**src/rs_defines.svh**
```systemverilog
`ifndef RS_DEFINES_SVH
`define RS_DEFINES_SVH

// Reservation station geometry

// Entries in the station
`define RS_NUM_ENTRIES 4

// Source operands per micro-op
`define RS_NUM_SOURCES 2

// Datapath width

// Operand and result width
`define RS_XLEN 32

// ROB id width covers 32 in-flight micro-ops
`define RS_ROBID_W 5

`endif

```
**src/rs_pkg.sv**
```systemverilog
`include "rs_defines.svh"

package rs_pkg;

    // 3-bit ALU operation encoding
    typedef enum logic [2:0] {
        ALU_ADD,
        ALU_SUB,
        ALU_AND,
        ALU_OR,
        ALU_XOR,
        ALU_SLL,
        ALU_SRL
    } t_alu_op;

    // One source operand as seen at dispatch
    typedef struct packed {
        logic                   pending;
        logic [`RS_ROBID_W-1:0] robid;
        logic [`RS_XLEN-1:0]    val;
    } t_src_trk;

    // Dispatch payload written into an entry
    // src[0] is source 1, src[1] is source 2
    typedef struct packed {
        t_alu_op                           op;
        logic [`RS_ROBID_W-1:0]            robid;
        t_src_trk [`RS_NUM_SOURCES-1:0]    src;
    } t_uop_disp;

    // Packet handed from the select stage to the ALU
    typedef struct packed {
        t_alu_op                op;
        logic [`RS_ROBID_W-1:0] robid;
        logic [`RS_XLEN-1:0]    src1_val;
        logic [`RS_XLEN-1:0]    src2_val;
    } t_uop_iss;

    // Result bus broadcast
    typedef struct packed {
        logic                   valid;
        logic [`RS_ROBID_W-1:0] robid;
        logic [`RS_XLEN-1:0]    data;
    } t_result;

endpackage

```
**src/rs_issue_if.sv**
```systemverilog
`timescale 1ns/1ps

interface rs_issue_if;
    import rs_pkg::*;

    // Entry holds a micro-op
    logic     valid;
    // Entry has all sources ready
    logic     req;
    // Select picked this entry
    logic     gnt;
    // Operands and op for the ALU
    t_uop_iss pkt;

    modport entry (
        output valid,
        output req,
        output pkt,
        input  gnt
    );

    modport select (
        input  valid,
        input  req,
        input  pkt,
        output gnt
    );

endinterface

```
**src/rs_reg_trk.sv**
```systemverilog
`timescale 1ns/1ps
`include "rs_defines.svh"

module rs_reg_trk (
    input  logic                clk,
    input  logic                reset,
    input  logic                alloc,
    input  rs_pkg::t_src_trk    alloc_src,
    input  rs_pkg::t_result     result,
    output logic                ready,
    output logic                from_grf,
    output logic [`RS_XLEN-1:0] src_data
);

    logic [`RS_ROBID_W-1:0] robid_q;
    logic                   bypass;
    logic                   wake;

    // Producer broadcasting in the same cycle as our allocation
    assign bypass = result.valid && (result.robid == alloc_src.robid);

    // Waiting source sees its producer on the bus
    assign wake = !ready && result.valid && (result.robid == robid_q);

    always_ff @(posedge clk) begin
        if (reset) begin
            ready    <= 1'b0;
            from_grf <= 1'b0;
        end else if (alloc) begin
            ready    <= !alloc_src.pending || bypass;
            from_grf <= !alloc_src.pending;
        end else if (wake) begin
            ready <= 1'b1;
        end
    end

    // Operand value and producer tag
    always_ff @(posedge clk) begin
        if (alloc) begin
            robid_q <= alloc_src.robid;
            // Bus data only matters on a bypass hit, a later wake overwrites it
            if (alloc_src.pending) begin
                src_data <= result.data;
            end else begin
                src_data <= alloc_src.val;
            end
        end else if (wake) begin
            src_data <= result.data;
        end
    end

    // Once woken, a source stays ready until the entry is reused
    a_ready_hold: assert property (
        @(posedge clk) disable iff (reset)
        $fell(ready) |-> $past(alloc)
    ) else $error("rs_reg_trk: ready dropped without a new allocation");

endmodule

```
**src/rs_entry.sv**
```systemverilog
`timescale 1ns/1ps
`include "rs_defines.svh"

module rs_entry (
    input  logic                       clk,
    input  logic                       reset,
    input  logic                       alloc,
    input  rs_pkg::t_uop_disp          alloc_uop,
    input  rs_pkg::t_result            result,
    rs_issue_if.entry                  iss,
    output logic [`RS_NUM_SOURCES-1:0] src_from_grf
);
    import rs_pkg::*;

    localparam int SRC1 = 0;
    localparam int SRC2 = 1;

    typedef enum logic {
        IDLE,
        VALID
    } t_ent_state;

    t_ent_state state;
    t_ent_state state_nxt;

    // Static part of the micro-op
    t_alu_op                op_q;
    logic [`RS_ROBID_W-1:0] robid_q;

    logic [`RS_NUM_SOURCES-1:0]               src_ready;
    logic [`RS_NUM_SOURCES-1:0][`RS_XLEN-1:0] src_data;

    // Entry FSM is freed by the grant since nothing replays
    always_comb begin
        state_nxt = state;
        case (state)
            IDLE:  if (alloc)   state_nxt = VALID;
            VALID: if (iss.gnt) state_nxt = IDLE;
            default:            state_nxt = IDLE;
        endcase
    end

    always_ff @(posedge clk) begin
        if (reset) begin
            state <= IDLE;
        end else begin
            state <= state_nxt;
        end
    end

    always_ff @(posedge clk) begin
        if (alloc) begin
            op_q    <= alloc_uop.op;
            robid_q <= alloc_uop.robid;
        end
    end

    for (genvar s = 0; s < `RS_NUM_SOURCES; s++) begin : g_src_trk
        rs_reg_trk u_trk (
            .clk       (clk),
            .reset     (reset),
            .alloc     (alloc),
            .alloc_src (alloc_uop.src[s]),
            .result    (result),
            .ready     (src_ready[s]),
            .from_grf  (src_from_grf[s]),
            .src_data  (src_data[s])
        );
    end

    assign iss.valid = (state == VALID);
    assign iss.req   = iss.valid && (&src_ready);
    assign iss.pkt   = '{
        op:       op_q,
        robid:    robid_q,
        src1_val: src_data[SRC1],
        src2_val: src_data[SRC2]
    };

    // Allocation only targets a free entry
    a_alloc_idle: assert property (
        @(posedge clk) disable iff (reset)
        alloc |-> (state == IDLE)
    ) else $error("rs_entry: allocated while busy");

    // Select only grants a requester
    a_gnt_req: assert property (
        @(posedge clk) disable iff (reset)
        iss.gnt |-> iss.req
    ) else $error("rs_entry: grant without request");

endmodule

```
**src/rs_alloc_ctl.sv**
```systemverilog
`timescale 1ns/1ps
`include "rs_defines.svh"

module rs_alloc_ctl (
    input  logic                       clk,
    input  logic                       reset,
    input  logic                       disp_valid,
    input  logic [`RS_NUM_ENTRIES-1:0] entry_valid,
    output logic [`RS_NUM_ENTRIES-1:0] alloc,
    output logic                       full
);

    logic [`RS_NUM_ENTRIES-1:0] free_vec;
    logic [`RS_NUM_ENTRIES-1:0] first_free;

    assign free_vec = ~entry_valid;

    // Isolate the lowest set bit of the free vector
    assign first_free = free_vec & (~free_vec + 1'b1);

    // One-hot steer of the dispatch strobe
    assign alloc = disp_valid ? first_free : '0;

    assign full = &entry_valid;

    // No back-pressure, so dispatch into a full station is lost
    a_no_disp_full: assert property (
        @(posedge clk) disable iff (reset)
        !(disp_valid && full)
    ) else $error("rs_alloc_ctl: dispatch while station is full");

endmodule

```
**src/rs_issue_select.sv**
```systemverilog
`timescale 1ns/1ps
`include "rs_defines.svh"

module rs_issue_select (
    input  logic             clk,
    input  logic             reset,
    rs_issue_if.select       iss [`RS_NUM_ENTRIES],
    output logic             iss_valid,
    output rs_pkg::t_uop_iss iss_pkt
);
    import rs_pkg::*;

    logic [`RS_NUM_ENTRIES-1:0] req_vec;
    logic [`RS_NUM_ENTRIES-1:0] valid_vec;
    logic [`RS_NUM_ENTRIES-1:0] gnt_vec;
    t_uop_iss                   pkt_arr [`RS_NUM_ENTRIES];
    t_uop_iss                   pkt_sel;

    for (genvar e = 0; e < `RS_NUM_ENTRIES; e++) begin : g_port
        assign req_vec[e]   = iss[e].req;
        assign valid_vec[e] = iss[e].valid;
        assign pkt_arr[e]   = iss[e].pkt;
        assign iss[e].gnt   = gnt_vec[e];
    end

    // Fixed priority where the lowest index wins
    assign gnt_vec = req_vec & (~req_vec + 1'b1);

    always_comb begin
        pkt_sel = '0;
        for (int e = 0; e < `RS_NUM_ENTRIES; e++) begin
            if (gnt_vec[e]) begin
                pkt_sel = pkt_arr[e];
            end
        end
    end

    // Issue register feeding the ALU
    always_ff @(posedge clk) begin
        if (reset) begin
            iss_valid <= 1'b0;
        end else begin
            iss_valid <= |gnt_vec;
        end
    end

    always_ff @(posedge clk) begin
        if (|gnt_vec) begin
            iss_pkt <= pkt_sel;
        end
    end

    // Granted entry is empty in the next cycle
    a_gnt_final: assert property (
        @(posedge clk) disable iff (reset)
        (|gnt_vec) |=> ((valid_vec & $past(gnt_vec)) == '0)
    ) else $error("rs_issue_select: granted entry still occupied");

    // Requests only come from occupied entries
    a_req_occupied: assert property (
        @(posedge clk) disable iff (reset)
        (req_vec & ~valid_vec) == '0
    ) else $error("rs_issue_select: request from an empty entry");

endmodule

```
**src/rs_alu.sv**
```systemverilog
`timescale 1ns/1ps
`include "rs_defines.svh"

module rs_alu (
    input  logic             clk,
    input  logic             reset,
    input  logic             iss_valid,
    input  rs_pkg::t_uop_iss iss_pkt,
    output rs_pkg::t_result  result
);
    import rs_pkg::*;

    localparam int SHAMT_W = $clog2(`RS_XLEN);

    logic [SHAMT_W-1:0]     shamt;
    logic [`RS_XLEN-1:0]    alu_out;
    logic                   res_valid_q;
    logic [`RS_ROBID_W-1:0] res_robid_q;
    logic [`RS_XLEN-1:0]    res_data_q;

    // Shift amount from the low bits of source 2
    assign shamt = iss_pkt.src2_val[SHAMT_W-1:0];

    always_comb begin
        case (iss_pkt.op)
            ALU_ADD: alu_out = iss_pkt.src1_val + iss_pkt.src2_val;
            ALU_SUB: alu_out = iss_pkt.src1_val - iss_pkt.src2_val;
            ALU_AND: alu_out = iss_pkt.src1_val & iss_pkt.src2_val;
            ALU_OR:  alu_out = iss_pkt.src1_val | iss_pkt.src2_val;
            ALU_XOR: alu_out = iss_pkt.src1_val ^ iss_pkt.src2_val;
            ALU_SLL: alu_out = iss_pkt.src1_val << shamt;
            ALU_SRL: alu_out = iss_pkt.src1_val >> shamt;
            default: alu_out = '0;
        endcase
    end

    always_ff @(posedge clk) begin
        if (reset) begin
            res_valid_q <= 1'b0;
        end else begin
            res_valid_q <= iss_valid;
        end
    end

    always_ff @(posedge clk) begin
        if (iss_valid) begin
            res_robid_q <= iss_pkt.robid;
            res_data_q  <= alu_out;
        end
    end

    // Broadcast to the trackers and out of the cluster
    assign result = '{valid: res_valid_q, robid: res_robid_q, data: res_data_q};

endmodule

```
**src/rs_top.sv**
```systemverilog
`timescale 1ns/1ps
`include "rs_defines.svh"

module rs_top (
    input  logic                   clk,
    input  logic                   reset,

    input  logic                   disp_valid,
    input  rs_pkg::t_alu_op        disp_op,
    input  logic [`RS_ROBID_W-1:0] disp_robid,
    input  logic                   disp_src1_pending,
    input  logic [`RS_ROBID_W-1:0] disp_src1_robid,
    input  logic [`RS_XLEN-1:0]    disp_src1_val,
    input  logic                   disp_src2_pending,
    input  logic [`RS_ROBID_W-1:0] disp_src2_robid,
    input  logic [`RS_XLEN-1:0]    disp_src2_val,

    output logic                   rs_full,

    output logic                   res_valid,
    output logic [`RS_ROBID_W-1:0] res_robid,
    output logic [`RS_XLEN-1:0]    res_data
);
    import rs_pkg::*;

    t_src_trk                   disp_src1;
    t_src_trk                   disp_src2;
    t_uop_disp                  disp_uop;
    t_result                    result;
    logic [`RS_NUM_ENTRIES-1:0] alloc;
    logic [`RS_NUM_ENTRIES-1:0] entry_valid;
    logic                       iss_valid;
    t_uop_iss                   iss_pkt;

    rs_issue_if iss_if [`RS_NUM_ENTRIES] ();

    // Pack the dispatch port
    assign disp_src1 = '{pending: disp_src1_pending, robid: disp_src1_robid, val: disp_src1_val};
    assign disp_src2 = '{pending: disp_src2_pending, robid: disp_src2_robid, val: disp_src2_val};
    assign disp_uop  = '{op: disp_op, robid: disp_robid, src: {disp_src2, disp_src1}};

    rs_alloc_ctl u_alloc_ctl (
        .clk         (clk),
        .reset       (reset),
        .disp_valid  (disp_valid),
        .entry_valid (entry_valid),
        .alloc       (alloc),
        .full        (rs_full)
    );

    for (genvar e = 0; e < `RS_NUM_ENTRIES; e++) begin : g_entry
        rs_entry u_entry (
            .clk          (clk),
            .reset        (reset),
            .alloc        (alloc[e]),
            .alloc_uop    (disp_uop),
            .result       (result),
            .iss          (iss_if[e]),
            .src_from_grf ()
        );
        assign entry_valid[e] = iss_if[e].valid;
    end

    rs_issue_select u_issue_select (
        .clk       (clk),
        .reset     (reset),
        .iss       (iss_if),
        .iss_valid (iss_valid),
        .iss_pkt   (iss_pkt)
    );

    rs_alu u_alu (
        .clk       (clk),
        .reset     (reset),
        .iss_valid (iss_valid),
        .iss_pkt   (iss_pkt),
        .result    (result)
    );

    // Completion stream
    assign res_valid = result.valid;
    assign res_robid = result.robid;
    assign res_data  = result.data;

endmodule

```
**config.mk**
```make
export PLATFORM = sky130hd
export DESIGN_NAME = rs_top
export DESIGN_NICKNAME = d
export VERILOG_FILES = /design/src/rs_pkg.sv /design/src/rs_issue_if.sv /design/src/rs_reg_trk.sv /design/src/rs_entry.sv /design/src/rs_alloc_ctl.sv /design/src/rs_issue_select.sv /design/src/rs_alu.sv /design/src/rs_top.sv
export VERILOG_INCLUDE_DIRS = /design/src
export SDC_FILE = /design/constraint.sdc
export NUM_CORES = 1
export LEC_CHECK = 0
export BUFFER_PORTS_ARGS = -buffer_cell sky130_fd_sc_hd__buf_2
export CAP_MARGIN = 20
export CORE_UTILIZATION = 55
export DETAILED_ROUTE_END_ITERATION = 10
export PLACE_DENSITY = 0.73
export RECOVER_POWER = 25
export SETUP_SLACK_MARGIN = 0.1
export SYNTH_ARGS = -nofsm -noshare
export SYNTH_HDL_FRONTEND = slang
export SYNTH_SLANG_ARGS = --single-unit
```
**constraint.sdc**
```tcl
create_clock -name clk -period 10 [get_ports clk]
set_input_delay 0.5 -clock clk [delete_from_list [all_inputs] [get_ports clk]]
set_output_delay 0.5 -clock clk [all_outputs]
set_load 0.005 [all_outputs]
```
; ---- Word-level counts from Yosys, hierarchy flattened
; Index checks and enable logic that the tools add are counted.
[word_totals]
ff_bits = 451
output_inout_bits = 39
word_cells = 179
inputBits = 87
[classes]
reduce_logical = 49
addsub = 4
eq_ne = 16
shift = 2
bitwise_logic = 12
n_mux = 52
[op_table]
columns = op, n
row1 = 32-bit 2-to-1 mux, 18
row2 = 72-bit 2-to-1 mux, 4
row3 = 32-bit case mux with 7 select lines, 1
row4 = 5-bit equality test, 10
row5 = 32-bit adder, 1
row6 = 32-bit bitwise AND, 1
row7 = 32-bit bitwise OR, 1
row8 = 32-bit by 5-bit left shift with 32-bit output, 1
row9 = 32-bit by 5-bit right shift with 32-bit output, 1
row10 = 32-bit subtractor, 1
row11 = 32-bit XOR, 1
row12 = 1-bit 2-to-1 mux, 24
row13 = 1-bit logical AND, 22
row14 = 2-bit nonzero test, 8
row15 = 4-bit inverter, 3
row16 = 1-bit zero test, 10
row17 = 3-bit equality test (second input constant), 3
row18 = 4-bit by 1-bit adder with 4-bit output (second input constant), 2
row19 = 4-bit bitwise AND, 2
row20 = 1-bit case mux with 2 select lines, 4
row21 = 2-bit AND reduction, 4
row22 = 3-bit by 2-bit equality test with 1-bit output (second input constant), 2
row23 = 4-bit 2-to-1 mux, 1
row24 = 1-bit inverter, 4
row25 = other kinds (5), 6

; ---- Longest topological paths before layout
[logic_depth]
ltp_word = 9
mapped_depth = 22
ltp_nobuf = 18

; ---- Modules after synthesis
; A second synthesis with hierarchy kept.
[unflattened]
hier_cells = 2396
hier_area_um2 = 29533.3
[by_module_without_submodules]
columns = mod, area_each_um2, n_inst, cells_per_inst, seq_area_each_um2
row1 = rs_reg_trk, 1868.0, 8, 100, 1151.1
row2 = rs_alu, 8737.1, 1, 1129, 1131.1
row3 = rs_issue_select, 4635.7, 1, 408, 2182.1
row4 = rs_entry, 289.0, 4, 13, 260.2
row5 = rs_alloc_ctl, 60.1, 1, 7, 0.0

; ---- Worst setup path before layout
; Ideal clock, no wire load.
[synth_timing]
kind = register to register
startpoint = register u_alu.res_robid_q[0]
endpoint = register g_entry[0].u_entry.g_src_trk[1].u_trk.src_data[0] (enable)
period_less_slack_ps = 5119
path_slack_ps = 4881
setup_ps = 514
path_buffers = 2
t_required_ps = 9486
stages_incl_launch_ff = 6
arrival_ps = 4605
path_cell_list = edfxtp_1 -> clkbuf_1 -> clkbuf_1 -> xnor2_1 -> nand4_1 -> o41ai_1
[synth_via]
elab_chain_cells = 3
[synth_rtl]
columns = item, line
row1 = start: declaration, rs_alu.sv:18  ; logic [`RS_ROBID_W-1:0] res_robid_q;
row2 = start signal: assignment, rs_alu.sv:47  ; res_robid_q <= iss_pkt.robid;
row3 = 5-bit equality test, rs_reg_trk.sv:23  ; assign wake = !ready && result.valid && (result.robid == robid_q);
row4 = 1-bit logical AND, rs_reg_trk.sv:23
row5 = 2-bit nonzero test (no line), -
row6 = end signal: assignment, rs_reg_trk.sv:43  ; src_data <= result.data;
row7 = end signal: assignment, rs_reg_trk.sv:45  ; src_data <= alloc_src.val;
row8 = end signal: assignment, rs_reg_trk.sv:48  ; src_data <= result.data;
row9 = end: declaration, rs_reg_trk.sv:12  ; output logic [`RS_XLEN-1:0] src_data
; No other way between the ends.
; A chain may end at the register's enable or synchronous reset.

; ---- Worst setup path after layout
[layout_timing]
startpoint = register, netlist name u_issue_select.iss_pkt[0]
endpoint = register u_alu.res_data_q[30] (data pin)
[layout_via]
elab_chain_cells = 2
elab_cells_between_ends = 5
classes_between = add/sub: 2 / shift: 2 / mux: 1
[layout_rtl]
columns = item, line
row1 = "32-bit subtractor, or another cell as far along", rs_alu.sv:27  ; ALU_SUB: alu_out = iss_pkt.src1_val - iss_pkt.src2_val;
row2 = 32-bit case mux with 7 select lines (*), rs_alu.sv:25  ; case (iss_pkt.op)
row3 = via u_alu.alu_out[30], rs_alu.sv:16  ; logic [`RS_XLEN-1:0] alu_out;
row4 = end signal: assignment, rs_alu.sv:48  ; res_data_q <= alu_out;
row5 = end: declaration, rs_alu.sv:19  ; logic [`RS_XLEN-1:0] res_data_q;
; Mark *: on every way through the listed nets, which the timed path passes. The rest lies on a longest branch.

==> implementation parameters <==
Parameter                              Value

Logic synthesis
  Cell types occupying the most area after synthesis ... edfxtp_1 (49%), mux2_2 (11%), ha_1 (4.5%), nor2_1 (3.0%), a221o_1 (2.8%)
  Leading cell type by number of instances after synthesis ... edfxtp_1
  Register bit count reported by yosys ... 451
  Proportion of register bits with asynchronous set or reset after synthesis ... 0%
  Share of synthesized area occupied by flip-flops and latches ... 49.9%
  Net count of the mapped netlist ... 2454
  Synthesized instance count ... 2269
  Commonest cells in the netlist ... edfxtp_1 (437), mux2_2 (258), nor2_1 (218)
  Dominant synthesized flop cell ... edfxtp_1
  Largest area contributor in the synthesized netlist ... edfxtp_1
  Number of distinct library cells after synthesis ... 86
  Count of flip-flops with a built-in enable after synthesis ... 437
  Share of Yosys cell area claimed by the top area cell type ... 48.9%
  Post-Syn Area per Cell ... 11.8 um^2
  Syn Std Cell Area ... roughly 0.027 mm^2
  Count of warnings emitted by yosys ... 0

Placed design
  Placer Congestion ... around 1
  PortBufs ... 125
  Post-DP HPWL ... around 58000 um

Finish
  Number of fill cells in the layout ... 3857
  P&R area growth vs syn ... 9.87%
  Layout cell share with drive strength beyond 1 ... 22.1%
  Number of nets in the finished design ... 2513

Clocking
  CTS tree ... built
  Number of buffers on the longest clock path ... 3
  Cells resized by post-CTS repair ... 0
  Post-CTS clock slew at the launch and capture registers of the worst setup and hold paths ... 0.06 ns
  Clock Tree Root ... clkbuf_16
  Number of hold buffers added after CTS ... 0
  Clock sink total ... 451
  Buffers inserted by post-CTS timing repair ... 0
  Number of buffers created by CTS ... 47
  Worst-Skew Late Latency ... 0.60 ns
  Number of H-tree levels ... 2

Critical path
  FF-to-FF setup slack ... between 4 and 5 ns
  Critical path launch point type ... register
  Crit path max fanout ... 33
  Worst path cell trace ... buf_4, inv_2, ha_1, nand4_1, or4_4, nor2_4, a41oi_1, xnor2_1, ha_1, and2_1, nand3_1, or3_1, o21ba_2, o21a_1, o2111ai_1, or3b_1
  CP Capture Type ... register
  Required time at the worst-slack endpoint ... roughly 10 ns
  Cell class contributing the biggest share of worst-path delay ... simple AND/OR/NAND/NOR gates
  Arrival time of data at the critical path endpoint ... 5.47 ns
  Worst path bufs/invs ... 2
  CP peak stage delay ... about 0.58 ns
  Critical-path cell with the highest stage delay ... or4_4
  Top cell by count, worst path ... ha_1
  Path type of the worst setup path ... register to register

Power and ir drop
  Total Power ... about 4.0 mW
  Power Density ... 137 mW/mm^2
  Peak supply drop ... 0.152 mV
  P_leak ... 10.6 nW

Route
  Routed length on met1 ... around 36000 um
  Antenna viol nets, final ... 0
  Number of detailed-route iterations in the first pass ... 7
  Total length of routed met3 wires ... a little over 7000 um
  Vias ... 20200
  Routed Wire Length ... roughly 85000 um
  Initial DRC count ... between 2000 and 2500
  Total met2 wirelength after detailed routing ... 39600 um
  Top Metal Used ... met4
  Via count normalized by instance count ... around 6.8
  Wire per inst ... between 20 and 30 um
  DRC errors left ... 0

Die
  Die outline width ... 223 um
  Vertical die dimension ... 223 um
  Core footprint ... 0.0479 mm^2
  Die footprint ... 0.0497 mm^2
  Initial cell density of the core ... between 50% and 60%
  Total I/O pin count ... 126
  Count of standard-cell rows ... 80

GRT
  Global Route Usage Sum ... between 30% and 40%
  Number of global-route vias before repair ... 19600
  First-pass GRT wire length ... 126000 um
  Antenna violations before repair ... 1
  Global-route congestion overflow total ... 0
  Pin count of the biggest net entering global routing ... 63

Timing
  Max Fclk ... 195 MHz
  Shortest period the worst path allows ... 5.12 ns
  Max-slew violation total from the final report ... 123
  Part of the cycle the worst path needs ... 51.2%
  Unrepaired setup endpoints after global routing ... false
  Clock Skew ... 0.0150 ns
  Setup violators final ... 0
  Min Hold Slack ... about 0.16 ns
  Total count of hold-check failures in the final report ... 0
  Rel. slew slack ... -62.8%
  Least-Margin Pin Slew ... 2.44 ns
  Sum Neg Setup Slack ... 0 ns

Run
  Max-cap check violation count ... 3

Min path
  Hold Path Class ... primary input to register

Outcome
  Status ... finished with violations
  Violations in the final reports ... max-capacitance violations, max-slew violations
==> routing by layer <==
| layer | track usage (%) | up-vias |
|---|---|---|
| met1 | 48.2 | 10200 |
| met4 | 11.8 | 0 |
| met5 | 0 | - |
| met3 | 5.20 | 168 |
| li1 | - | 8909 |
| met2 | 53.9 | 1014 |
==> cells in the final DEF (no fill, tap or decap), types with 7 or more instances in the layout <==
cell and count:
edfxtp_1 437, mux2_2 258, nor2_1 212, a21oi_1 111, inv_1 107, nand2_1 100, ha_1 97, buf_2 92
a221o_1 76, a22oi_1 76, o21ai_0 71, xnor2_1 69, mux2i_1 65, clkbuf_16 48, clkbuf_1 46, buf_4 35
mux4_2 32, a211oi_1 29, o22ai_1 26, o211ai_1 25, a31oi_1 20, nand4_1 19, a222oi_1 19, nor3_1 16
xor2_1 15, nand3_1 15, a21o_1 15, nand2b_1 14, dfxtp_1 14, clkinv_1 12, o21a_1 11, a221oi_1 11
clkinv_2 10, nor2b_1 9, or3_1 8, and3_1 8, o31ai_1 7
==> registers in the layout, indices dropped and copies added, names as in the netlist <==
| signal | cells |
|---|---|
| g_entry.u_entry.g_src_trk.u_trk.src_data | 256 |
| g_entry.u_entry.robid_q | 20 |
| g_entry.u_entry.g_src_trk.u_trk.ready | 8 |
| u_alu.res_robid_q | 5 |
| g_entry.u_entry.g_src_trk.u_trk.robid_q | 40 |
| u_issue_select.iss_valid | 1 |
| u_alu.res_data_q | 32 |
| g_entry.u_entry.iss.valid | 4 |
| u_alu.res_valid_q | 1 |
| u_issue_select.iss_pkt | 72 |
| g_entry.u_entry.op_q | 12 |
==> layout make-up <==
| class | instances | area, um^2 | share of cell area, % |
|---|---|---|---|
| Multi-Input combinational cell | 1550 | 12400 | 42.2 |
| Timing Repair Buffer | 166 | 918 | 3.12 |
| Antenna cell | 1 | 2.50 | 0.00849 |
| Clock buffer | 60 | 1270 | 4.29 |
| Clock inverter | 28 | 253 | 0.857 |
| Tap cell | 615 | 769 | 2.61 |
| Inverter | 112 | 420 | 1.43 |
| Sequential cell | 451 | 13400 | 45.5 |
==> stage by stage <==
stage                     cells  instance area [um^2]  util [%]  worst slack [ns]
final                      2983                 29500      61.5              4.88
after global routing       2982                 29500      61.5              4.56
after CTS                  2979                 29500      61.5              4.91
after detailed placement   2891                 28000      58.4              4.92
after global placement     2891                 28000      58.4              5.04
after floorplan            2269                 26800         -              4.88
==> power breakdown <==
group	total (mW)	switching, mW	leakage [nW]	internal [mW]
clock network	1.74	0.755	0.745	0.982
registers	2.12	0.0191	4.17	2.10
logic	0.190	0.120	5.65	0.0695
total	4.05	0.894	10.6	3.16
==> kinds of logic (layout without fill, tap and decap cells) <==
kind of cell	count (synthesis)	count (layout)	share of synthesized area, %
buffers and inverters	268	366	3.98
flip-flops	451	451	49.9
AND/OR/NAND/NOR	445	445	7.52
AO/OA/AOI/OAI	564	564	15.1
XOR/XNOR	84	84	2.74
adder cells (fa/ha/maj)	98	98	4.60
other	0	1	0
multiplexers	359	359	16.1
==> path summary, 6_finish.rpt <==
check	from	endpoint	cells past startpoint
hold / removal	disp_robid[4]	g_entry[3].u_entry.robid_q[4]$_DFFE_PP_	1
setup reg to reg	u_issue_select.iss_pkt[0]$_DFFE_PP_	u_alu.res_data_q[30]$_DFFE_PP_	16
hold reg to reg	u_issue_select.iss_pkt[68]$_DFFE_PP_	u_alu.res_robid_q[4]$_DFFE_PP_	0
setup / recovery	u_issue_select.iss_pkt[0]$_DFFE_PP_	u_alu.res_data_q[30]$_DFFE_PP_	16
Power figures use the tool's default switching activity.
